$ cat config.mk
export PLATFORM = sky130hd
export DESIGN_NAME = xlat_top
export DESIGN_NICKNAME = d
export VERILOG_FILES = /design/src/hdl/xlat_pkg.sv /design/src/hdl/xlat_top.sv /design/src/hdl/mmu_port.sv /design/src/hdl/tlb_array.sv /design/src/hdl/xlat_csr.sv
export VERILOG_INCLUDE_DIRS = /design/src /design/src/hdl
export SDC_FILE = /design/constraint.sdc
export NUM_CORES = 2
export LEC_CHECK = 0
export BUFFER_PORTS_ARGS = -buffer_cell sky130_fd_sc_hd__buf_2
export CAP_MARGIN = 15
export CORE_AREA = 2 2 452 454
export DETAILED_ROUTE_END_ITERATION = 10
export DIE_AREA = 0 0 454 456
export GPL_TIMING_DRIVEN = 1
export PLACE_DENSITY = 0.58
export SETUP_SLACK_MARGIN = 0.3
export SLEW_MARGIN = 20
export SYNTH_ARGS = -nofsm -noshare
export SYNTH_HDL_FRONTEND = slang
export SYNTH_SLANG_ARGS = --single-unit
$ cat constraint.sdc
create_clock -name clk -period 11.87 [get_ports clk]
set_input_delay 2.374 -clock clk [delete_from_list [all_inputs] [get_ports clk]]
set_output_delay 2.374 -clock clk [all_outputs]
set_load 0.005 [all_outputs]
$ cat src/hdl/xlat_macros.svh
`ifndef XLAT_MACROS_SVH
`define XLAT_MACROS_SVH

// address and page number widths
`define VA_W        32
`define VPPN_W      19
`define PPN_W       20
`define ASID_W      10

// tlb geometry
`define TLB_ENTRIES 16
`define TLB_IDX_W   4

// legal page size codes, log2 of the page size
`define PS_4K       12
`define PS_2M       21

// memory type code for coherent cached access
`define MAT_CC      1

`define INVTLB_OP_W 5

`endif
$ cat src/hdl/xlat_pkg.sv
`include "xlat_macros.svh"

package xlat_pkg;

    typedef struct packed {
        logic [1:0] plv;        // current privilege level
        logic       da;         // direct address mode
        logic       pg;         // paging enable
        logic [1:0] datf;       // fetch mat in direct mode
        logic [1:0] datm;       // load/store mat in direct mode
    } crmd_t;

    typedef struct packed {
        logic       plv0;       // window usable at plv 0
        logic       plv3;       // window usable at plv 3
        logic [1:0] mat;
        logic [2:0] pseg;
        logic [2:0] vseg;
    } dmw_t;

    typedef struct packed {
        crmd_t              crmd;
        logic [`ASID_W-1:0] asid;
        dmw_t               dmw0;
        dmw_t               dmw1;
    } xlat_cfg_t;

    // architectural csr numbers
    typedef enum logic [13:0] {
        CSR_CRMD = 14'h000,
        CSR_ASID = 14'h018,
        CSR_DMW0 = 14'h180,
        CSR_DMW1 = 14'h181
    } csr_num_t;

    typedef struct packed {
        logic [`PPN_W-1:0] ppn;
        logic [1:0]        plv;
        logic [1:0]        mat;
        logic              d;
        logic              v;
    } page_t;

    typedef struct packed {
        logic               e;
        logic [`VPPN_W-1:0] vppn;
        logic [5:0]         ps;
        logic [`ASID_W-1:0] asid;
        logic               g;
        page_t              p0;  // even page
        page_t              p1;  // odd page
    } tlb_entry_t;

    typedef struct packed {
        logic       found;
        logic [5:0] ps;
        page_t      page;        // half picked by the va
    } tlb_hit_t;

    typedef struct packed {
        logic             valid;
        logic [`VA_W-1:0] va;
        logic             store;
    } xlat_req_t;

    typedef struct packed {
        logic             valid;
        logic [`VA_W-1:0] pa;
        logic             cacheable;
        logic             tlbr;
        logic             pix;
        logic             ppi;
        logic             pme;
    } xlat_rsp_t;

endpackage

$ cat src/hdl/xlat_top.sv
`timescale 1ns/10ps
`include "xlat_macros.svh"

module xlat_top (
    input  logic                     clk,
    input  logic                     reset,
    input  logic                     csr_wr,
    input  xlat_pkg::csr_num_t       csr_num,
    input  logic [31:0]              csr_wdata,
    input  logic                     tlb_we,
    input  logic [`TLB_IDX_W-1:0]    tlb_windex,
    input  xlat_pkg::tlb_entry_t     tlb_wentry,
    input  logic                     invtlb_valid,
    input  logic [`INVTLB_OP_W-1:0]  invtlb_op,
    input  logic [`ASID_W-1:0]       invtlb_asid,
    input  logic [`VA_W-1:0]         invtlb_va,
    input  xlat_pkg::xlat_req_t      fetch_req,
    input  xlat_pkg::xlat_req_t      data_req,
    output xlat_pkg::xlat_rsp_t      fetch_rsp,
    output xlat_pkg::xlat_rsp_t      data_rsp
);

    xlat_pkg::xlat_cfg_t cfg;
    logic [`VPPN_W:0]    fetch_va_hi;   // tlb port 0
    logic [`VPPN_W:0]    data_va_hi;    // tlb port 1
    xlat_pkg::tlb_hit_t  fetch_hit;
    xlat_pkg::tlb_hit_t  data_hit;

    xlat_csr i_csr (
        .clk       (clk),
        .reset     (reset),
        .csr_wr    (csr_wr),
        .csr_num   (csr_num),
        .csr_wdata (csr_wdata),
        .cfg       (cfg)
    );

    tlb_array i_tlb (
        .clk          (clk),
        .reset        (reset),
        .tlb_we       (tlb_we),
        .tlb_windex   (tlb_windex),
        .tlb_wentry   (tlb_wentry),
        .invtlb_valid (invtlb_valid),
        .invtlb_op    (invtlb_op),
        .invtlb_asid  (invtlb_asid),
        .invtlb_va    (invtlb_va),
        .cur_asid     (cfg.asid),
        .s0_va_hi     (fetch_va_hi),
        .s0_hit       (fetch_hit),
        .s1_va_hi     (data_va_hi),
        .s1_hit       (data_hit)
    );

    mmu_port #(.is_fetch(1'b1)) i_fetch_mmu (
        .clk       (clk),
        .reset     (reset),
        .req       (fetch_req),
        .cfg       (cfg),
        .tlb_va_hi (fetch_va_hi),
        .tlb_hit   (fetch_hit),
        .rsp       (fetch_rsp)
    );

    mmu_port #(.is_fetch(1'b0)) i_data_mmu (
        .clk       (clk),
        .reset     (reset),
        .req       (data_req),
        .cfg       (cfg),
        .tlb_va_hi (data_va_hi),
        .tlb_hit   (data_hit),
        .rsp       (data_rsp)
    );

endmodule

$ cat src/hdl/mmu_port.sv
`timescale 1ns/10ps
`include "xlat_macros.svh"

module mmu_port #(
    parameter bit is_fetch = 1'b0       // 1 for the instruction side
) (
    input  logic                  clk,
    input  logic                  reset,
    input  xlat_pkg::xlat_req_t   req,
    input  xlat_pkg::xlat_cfg_t   cfg,
    output logic [`VPPN_W:0]      tlb_va_hi,
    input  xlat_pkg::tlb_hit_t    tlb_hit,
    output xlat_pkg::xlat_rsp_t   rsp
);

    xlat_pkg::xlat_rsp_t rsp_d;
    logic [1:0]          da_mat;
    logic                dmw0_hit;
    logic                dmw1_hit;
    logic [`VA_W-1:0]    page_pa;
    logic [1:0]          sel_mat;

    // plv 1 and 2 never get through a window
    function automatic logic dmw_match(input xlat_pkg::dmw_t dmw,
                                       input logic [1:0] plv,
                                       input logic [2:0] vseg);
        return (dmw.vseg == vseg) &&
               ((plv == 2'd0 && dmw.plv0) || (plv == 2'd3 && dmw.plv3));
    endfunction

    assign tlb_va_hi = req.va[`VA_W-1:12];
    assign da_mat    = is_fetch ? cfg.crmd.datf : cfg.crmd.datm;
    assign dmw0_hit  = dmw_match(cfg.dmw0, cfg.crmd.plv, req.va[31:29]);
    assign dmw1_hit  = dmw_match(cfg.dmw1, cfg.crmd.plv, req.va[31:29]);
    assign page_pa   = (tlb_hit.ps == `PS_4K) ?
                       {tlb_hit.page.ppn, req.va[11:0]} :
                       {tlb_hit.page.ppn[`PPN_W-1:9], req.va[20:0]};

    always_comb begin
        rsp_d       = '0;
        rsp_d.valid = req.valid;
        sel_mat     = 2'd0;
        if (cfg.crmd.da) begin
            rsp_d.pa = req.va;
            sel_mat  = da_mat;
        end else if (dmw0_hit) begin
            rsp_d.pa = {cfg.dmw0.pseg, req.va[28:0]};
            sel_mat  = cfg.dmw0.mat;
        end else if (dmw1_hit) begin
            rsp_d.pa = {cfg.dmw1.pseg, req.va[28:0]};
            sel_mat  = cfg.dmw1.mat;
        end else if (!tlb_hit.found) begin
            rsp_d.tlbr = 1'b1;
        end else if (!tlb_hit.page.v) begin
            rsp_d.pix = 1'b1;
        end else if (cfg.crmd.plv > tlb_hit.page.plv) begin
            rsp_d.ppi = 1'b1;
        end else if (!is_fetch && req.store && !tlb_hit.page.d) begin
            rsp_d.pme = 1'b1;              // store to clean page
        end else begin
            rsp_d.pa = page_pa;
            sel_mat  = tlb_hit.page.mat;
        end
        rsp_d.cacheable = (sel_mat == `MAT_CC);  // sel_mat stays 0 on every fault path
    end

    always_ff @(posedge clk) begin
        rsp <= rsp_d;
        if (reset) begin
            rsp.valid <= 1'b0;
        end
    end

endmodule

$ cat src/hdl/tlb_array.sv
`timescale 1ns/10ps
`include "xlat_macros.svh"

module tlb_array (
    input  logic                     clk,
    input  logic                     reset,
    input  logic                     tlb_we,
    input  logic [`TLB_IDX_W-1:0]    tlb_windex,
    input  xlat_pkg::tlb_entry_t     tlb_wentry,
    input  logic                     invtlb_valid,
    input  logic [`INVTLB_OP_W-1:0]  invtlb_op,
    input  logic [`ASID_W-1:0]       invtlb_asid,
    input  logic [`VA_W-1:0]         invtlb_va,
    input  logic [`ASID_W-1:0]       cur_asid,
    input  logic [`VPPN_W:0]         s0_va_hi,    // va[31:12]
    output xlat_pkg::tlb_hit_t       s0_hit,
    input  logic [`VPPN_W:0]         s1_va_hi,
    output xlat_pkg::tlb_hit_t       s1_hit
);

    xlat_pkg::tlb_entry_t    ent [`TLB_ENTRIES];
    logic [`TLB_ENTRIES-1:0] tlb_e;      // exists bits, the only reset state
    logic [`TLB_ENTRIES-1:0] inv_hit;

    // 2 MB pages only compare the upper 10 bits of the vppn
    function automatic logic page_match(input xlat_pkg::tlb_entry_t te,
                                        input logic [`VPPN_W-1:0] vppn);
        if (te.ps == `PS_4K) begin
            return te.vppn == vppn;
        end
        return te.vppn[`VPPN_W-1:9] == vppn[`VPPN_W-1:9];
    endfunction

    function automatic xlat_pkg::tlb_hit_t lookup(input logic [`VPPN_W:0] va_hi);
        xlat_pkg::tlb_hit_t hit;
        logic               odd;
        hit = '0;
        // walk down so the lowest index is the one left standing
        for (int i = `TLB_ENTRIES - 1; i >= 0; i--) begin
            if (tlb_e[i] && (ent[i].g || ent[i].asid == cur_asid) &&
                page_match(ent[i], va_hi[`VPPN_W:1])) begin
                odd       = (ent[i].ps == `PS_4K) ? va_hi[0] : va_hi[9];  // va[12] or va[21]
                hit.found = 1'b1;
                hit.ps    = ent[i].ps;
                hit.page  = odd ? ent[i].p1 : ent[i].p0;
            end
        end
        return hit;
    endfunction

    // lookup also reads the entries and the current asid
    always_comb begin
        s0_hit = lookup(s0_va_hi);
        s1_hit = lookup(s1_va_hi);
    end

    // per-entry invalidate select
    always_comb begin
        logic asid_eq;
        logic va_eq;
        for (int i = 0; i < `TLB_ENTRIES; i++) begin
            asid_eq = ent[i].asid == invtlb_asid;
            va_eq   = page_match(ent[i], invtlb_va[`VA_W-1:13]);
            case (invtlb_op)
                5'd0, 5'd1: inv_hit[i] = 1'b1;
                5'd2:       inv_hit[i] = ent[i].g;
                5'd3:       inv_hit[i] = !ent[i].g;
                5'd4:       inv_hit[i] = !ent[i].g && asid_eq;
                5'd5:       inv_hit[i] = !ent[i].g && asid_eq && va_eq;
                5'd6:       inv_hit[i] = (ent[i].g || asid_eq) && va_eq;
                default:    inv_hit[i] = 1'b0;
            endcase
        end
    end

    always_ff @(posedge clk) begin
        if (reset) begin
            tlb_e <= '0;
        end else begin
            for (int i = 0; i < `TLB_ENTRIES; i++) begin
                if (tlb_we && tlb_windex == i[`TLB_IDX_W-1:0]) begin
                    tlb_e[i] <= tlb_wentry.e;   // write beats invalidate
                end else if (invtlb_valid && inv_hit[i]) begin
                    tlb_e[i] <= 1'b0;
                end
            end
        end
    end

    always_ff @(posedge clk) begin
        if (tlb_we) begin
            ent[tlb_windex] <= tlb_wentry;
        end
    end

endmodule

$ cat src/hdl/xlat_csr.sv
`timescale 1ns/10ps
`include "xlat_macros.svh"

module xlat_csr (
    input  logic                 clk,
    input  logic                 reset,
    input  logic                 csr_wr,
    input  xlat_pkg::csr_num_t   csr_num,
    input  logic [31:0]          csr_wdata,
    output xlat_pkg::xlat_cfg_t  cfg
);

    // window register layout, shared by dmw0 and dmw1
    function automatic xlat_pkg::dmw_t to_dmw(input logic [31:0] wdata);
        xlat_pkg::dmw_t dmw;
        dmw.plv0 = wdata[0];
        dmw.plv3 = wdata[3];
        dmw.mat  = wdata[5:4];
        dmw.pseg = wdata[27:25];
        dmw.vseg = wdata[31:29];
        return dmw;
    endfunction

    always_ff @(posedge clk) begin
        if (reset) begin
            cfg.crmd.plv  <= 2'd0;
            cfg.crmd.da   <= 1'b1;          // come up in direct mode
            cfg.crmd.pg   <= 1'b0;
            cfg.crmd.datf <= 2'd0;
            cfg.crmd.datm <= 2'd0;
            cfg.asid      <= '0;
            cfg.dmw0      <= '0;
            cfg.dmw1      <= '0;
        end else if (csr_wr) begin
            case (csr_num)
                xlat_pkg::CSR_CRMD: begin
                    cfg.crmd.plv  <= csr_wdata[1:0];
                    cfg.crmd.da   <= csr_wdata[3];
                    cfg.crmd.pg   <= csr_wdata[4];
                    cfg.crmd.datf <= csr_wdata[6:5];
                    cfg.crmd.datm <= csr_wdata[8:7];
                end
                xlat_pkg::CSR_ASID: begin
                    cfg.asid <= csr_wdata[`ASID_W-1:0];
                end
                xlat_pkg::CSR_DMW0: begin
                    cfg.dmw0 <= to_dmw(csr_wdata);
                end
                xlat_pkg::CSR_DMW1: begin
                    cfg.dmw1 <= to_dmw(csr_wdata);
                end
                default: begin
                    cfg <= cfg;             // unknown number, ignored
                end
            endcase
        end
    end

endmodule

== Word level (Yosys, flattened, before mapping) ==
Memories as Yosys holds them, arrays and structs flattened.
Index checks and enable logic that the tools add are counted.

* Bits in registers: 128
* Bits in writable memories: 1424
* Input bits: 259
* Output and inout bits: 76
* Logic and storage cells: 741
* Memories kept: 1

* Order comparisons: 2
* Equal/unequal tests: 177
* Multiplexer cells: 293
* Bitwise logic cells: 4
* Reduce and logical (&&, ||, !) cells: 220

{| class="wikitable"
|+ Memory list
! name !! words !! width !! read ports !! clocked after memory_dff !! wr ports !! RTL line !! text
|-
| i_tlb.ent || 16 || 89 || 16 || 0 || 1 || tlb_array.sv:21 || <nowiki>xlat_pkg::tlb_entry_t ent [`TLB_ENTRIES];</nowiki>
|}

{| class="wikitable"
|+ Operator list
! cell !! number
|-
| $mux W33 || 32
|-
| $eq A19 B19 Y1 || 48
|-
| $mux W26 || 32
|-
| $eq A10 B10 Y1 || 80
|-
| $mux W32 || 13
|-
| $mux W1 || 185
|-
| $logic_and A1 B1 Y1 || 137
|-
| $eq A6 B4 Y1 const B || 18
|-
| $pmux W1 S6 || 16
|-
| $mux W21 || 2
|-
| $logic_or A1 B1 Y1 || 34
|-
| $eq A4 B4 Y1 const B || 8
|-
| $reduce_bool A2 Y1 || 16
|-
| $eq A14 B9 Y1 const B || 2
|-
| $mux W2 || 13
|-
| $logic_not A1 Y1 || 17
|-
| $eq A4 B3 Y1 const B || 4
|-
| $eq A5 B3 Y1 const B || 3
|-
| $eq A14 B5 Y1 const B || 1
|-
| $logic_not A14 Y1 || 1
|-
| $eq A3 B3 Y1 || 4
|-
| $eq A5 B2 Y1 const B || 2
|-
| $reduce_or A5 Y1 || 2
|-
| $eq A4 B2 Y1 const B || 2
|-
| other kinds (14) || 24
|}

== Longest topological paths before layout ==
An unclocked memory read counts as a cell.

* Depth after elaboration: 31
* Gate-level depth with buffers: 24
* Mapped depth without buffers: 20

== By module ==
From an unflattened synthesis, not the netlist that was laid out.

* Cell total of the unflattened synthesis: 6752
* Area total of the unflattened synthesis: 81958.6 µm²

{| class="wikitable"
|+ Modules (own cells, without submodules)
! module !! instances !! cells an instance !! area each (µm²) !! sequential area each (µm²)
|-
| tlb_array || 1 || 6257 || 76980.1 || 42600.9
|-
| xlat_csr || 1 || 152 || 1672.9 || 760.7
|-
| mmu_port (i_data_mmu) || 1 || 175 || 1655.3 || 760.7
|-
| mmu_port (i_fetch_mmu) || 1 || 168 || 1650.3 || 740.7
|}

== Worst setup path before layout ==
Ideal clock, no wire load.

* Path type: input to register
* Start point: input tlb_windex[3]
* End point: memory i_tlb.ent[0][0] (netlist bit) (enable)
* Setup time: 0.648 ns
* Data arrival time: 8.944 ns
* Data required time: 11.222 ns
* Path slack: 2.277 ns
* Stages: 2
* Path buffers: 0
* Cells stage by stage: or3b_2 > nor3_1

{| class="wikitable"
|+ RTL lines
! what !! RTL line !! text
|-
| from (decl) || xlat_top.sv:11 || <nowiki>input logic [`TLB_IDX_W-1:0] tlb_windex,</nowiki>
|-
| to (decl) || tlb_array.sv:21 ||
|}

Straight into the memory's write port.

==> flow_metrics.tcl <==
set metrics [dict create \
    status "finished clean" \
    area_growth_pct 14.0 \
    setup_violations 0 \
    synthFlopType "edfxtp_1" \
    drtAntennaViolNets 0 \
    synth_area_per_cell_um2 12.3 \
    place_inst 9330 \
    io_pins 335 \
    numCtsBuffers 177 \
    die_w_um 454 \
    drcViolationCount 0 \
    finalHoldViolCount 0 \
    clock_path_buffers 3 \
    grt_pass1_wl_um 438000 \
    grt_usage_pct 29.7 \
    synth_edf_count 1408 \
    drive_above_1_share_pct 15.4 \
    grt_pass1_vias 57164 \
    rsz0062_at_grt "false" \
    ctsResizeCount 0 \
    cellLeakagePower_uw 0.0321 \
    fin_crit_sh_pct 78.9 \
    instances_no_fill 9677 \
    relSlewSlack_pct 16.6 \
    fillers 18392 \
    core_um2 202000 \
    synth-seq-area-share_pct 55.8 \
    critPathArrivalTime_ns 10.13 \
    ys_ff_latch 1536 \
    rr_endpoint "i_data_mmu.rsp[24]$_DFF_P_" \
    slew_violations 0 \
    min_period_ns 9.36 \
    initial_core_util_pct 39.9 \
    r2r-start "i_tlb.ent[14][83]$_DFFE_PP_" \
    clkLatencyLatePin_ns 0.85 \
    crit_path_end_kind "register" \
    ff2ff_path_depth 18 \
    async_flop_share_pct 0 \
    cts_htree_levels 4 \
    synth_cell_types 90 \
    place_congestion 0.977 \
    powerDensity_nw_per_um2 136 \
    setup_slack_ns 2.51 \
    vias 59842 \
    wl_per_cell_um 32.7 \
    worst_ep_required_time_ns 12.64 \
    peakVddDrop_mv 0.152 \
    fmax_mhz 107 \
    cts_tree "done" \
    synth_nets 6825 \
    grt_max_degree 68 \
    layout_commonest_cell "edfxtp_1" \
    antenna_found_initial 15 \
    drt_first_pass_iters 5 \
    cap_violations 0 \
    ys_warn_count 0 \
    root_buffer "clkbuf_16" \
    endpoint "i_data_mmu.rsp[24]$_DFF_P_" \
    cts_setup_buffers 0 \
    place_ws_ns 2.30 \
    clk_pin_slew_worst_paths_ns 0.06 \
    fp-row-count 165 \
    critPathLaunchType "input pin" \
    grt-ovfl-total 0 \
    fin_skew_ns 0.0384 \
    min_path_type "register to register" \
    cts_hold_buf 0 \
    tns_ns 0 \
    portBuffers 303 \
    die_h_um 456 \
    die_area_um2 207000 \
    r2r_setup_slack_ns 4.14 \
    drt_iter0_drc 8115 \
    postSynthCellCount 6562 \
    via_per_inst 6.18 \
    criticalPathCategory "input pin to register" \
    worstMarginPinSlew_ns 1.23 \
    syn_area_um2 80400 \
    crit_start "data_req[31]" \
    hpwl_um 216000 \
    wirelength_um 317000 \
    nets 7100 \
    cts_sinks 1536 \
    layout_common_cells "edfxtp_1 (1,408), xor2_1 (795), mux2i_1 (586)" \
    worstPathMaxFanout 14 \
]
cell type report:
type	instances	area [um^2]	share of cell area [%]
Clock inverter	90	813	0.887
Tap cell	2672	3340	3.65
Inverter	62	233	0.254
Multi-Input combinational cell	4536	34300	37.4
Antenna cell	15	37.5	0.0409
Sequential cell	1536	44800	48.9
Clock buffer	242	4930	5.38
Timing Repair Buffer	524	3190	3.48
cell usage after synthesis, drive strengths merged (92+ instances only):
| cell | count | share of area, % |
|---|---|---|
| o21ai | 238 | 1.5 |
| nor4 | 178 | 1.4 |
| clkbuf | 296 | 1.4 |
| a21oi | 215 | 1.3 |
| dfxtp | 128 | 3.2 |
| buf | 132 | 0.82 |
| nor3 | 110 | 0.69 |
| mux2 | 169 | 2.4 |
| o221ai | 92 | 1.0 |
| xor2 | 795 | 8.7 |
| nand3 | 119 | 0.74 |
| mux2i | 602 | 7.5 |
| nor2 | 283 | 1.3 |
| nand2 | 376 | 1.8 |
| edfxtp | 1408 | 53 |
| nand4 | 125 | 0.97 |
| xnor2 | 466 | 5.1 |
worst max-delay path, stage by stage:
cell      delay [ns]
buf_2           0.55
xnor2_1         0.19
nand4_1         0.15
nor4_4          0.93
nand3_1         0.56
buf_4           0.37
o22ai_1         0.23
a21oi_1         0.10
o21ai_0         0.23
a31oi_1         0.18
o311ai_0        0.73
a21oi_1         0.23
o41ai_1         1.02
ha_1            0.30
nor2b_1         0.05
o21ai_0         0.37
nand3_1         0.34
or4_1           0.92
o22ai_2         0.23
kinds of logic after synthesis:
kind of cell / synth area share [%]
compound gates: 9.47
xor+xnor: 13.7
fa+ha+maj: 0.0622
buf+inv: 2.49
flops: 55.8
mux: 9.86
other cells: 0.00466
simple gates: 8.62
how the worst min path moves through the flow:
stage | endpoint | cells past startpoint | slack (ns) | startpoint
final | i_csr.cfg[28]$_SDFFE_PP0P_ | 2 | 0.48 | i_csr.cfg[28]$_SDFFE_PP0P_
after global routing | i_csr.cfg[28]$_SDFFE_PP0P_ | 2 | 0.50 | i_csr.cfg[28]$_SDFFE_PP0P_
after CTS | i_csr.cfg[28]$_SDFFE_PP0P_ | 2 | 0.47 | i_csr.cfg[28]$_SDFFE_PP0P_
after detailed placement | i_csr.cfg[28]$_SDFFE_PP0P_ | 2 | 0.46 | i_csr.cfg[28]$_SDFFE_PP0P_
after global placement | i_csr.cfg[28]$_SDFFE_PP0P_ | 2 | 0.44 | i_csr.cfg[28]$_SDFFE_PP0P_
after floorplan | i_fetch_mmu.rsp[4]$_DFF_P_ | 1 | 0.43 | i_csr.cfg[33]$_SDFFE_PP0P_
per-layer routing:
metal	vias to the layer above	global-route usage [%]	routed length [um]
li1	25284	-	-
met1	30352	40.7	130000
met2	3542	45.1	140000
met3	658	5.59	30200
met4	6	14.4	17300
met5	-	0	39
where the power goes:
group          leakage, uW  switching (uW)  total, uW  internal, uW
Combinational       0.0156             630        939           309
Clock              0.00280            2310       5460          3150
Sequential          0.0138            73.3       6100          6020
Total               0.0321            3020      12500          9480
flip-flops by register name (all words and copies together), names as in the netlist:
name,flops
i_csr.cfg,37
i_data_mmu.rsp,38
i_fetch_mmu.rsp,37
i_tlb.ent,1408
i_tlb.tlb_e,16
per-stage QoR:
step	hold slack [ns]	power, uW	utilization, %	area, um^2
floorplan	0.429	6720	-	80400
global placement	0.442	7110	42.6	85800
detailed placement	0.457	7130	42.6	85900
CTS	0.467	12500	45.4	91600
global route	0.505	12800	45.4	91600
finish	0.481	12500	45.4	91700
Note: power is estimated with default switching activity, not from simulation.
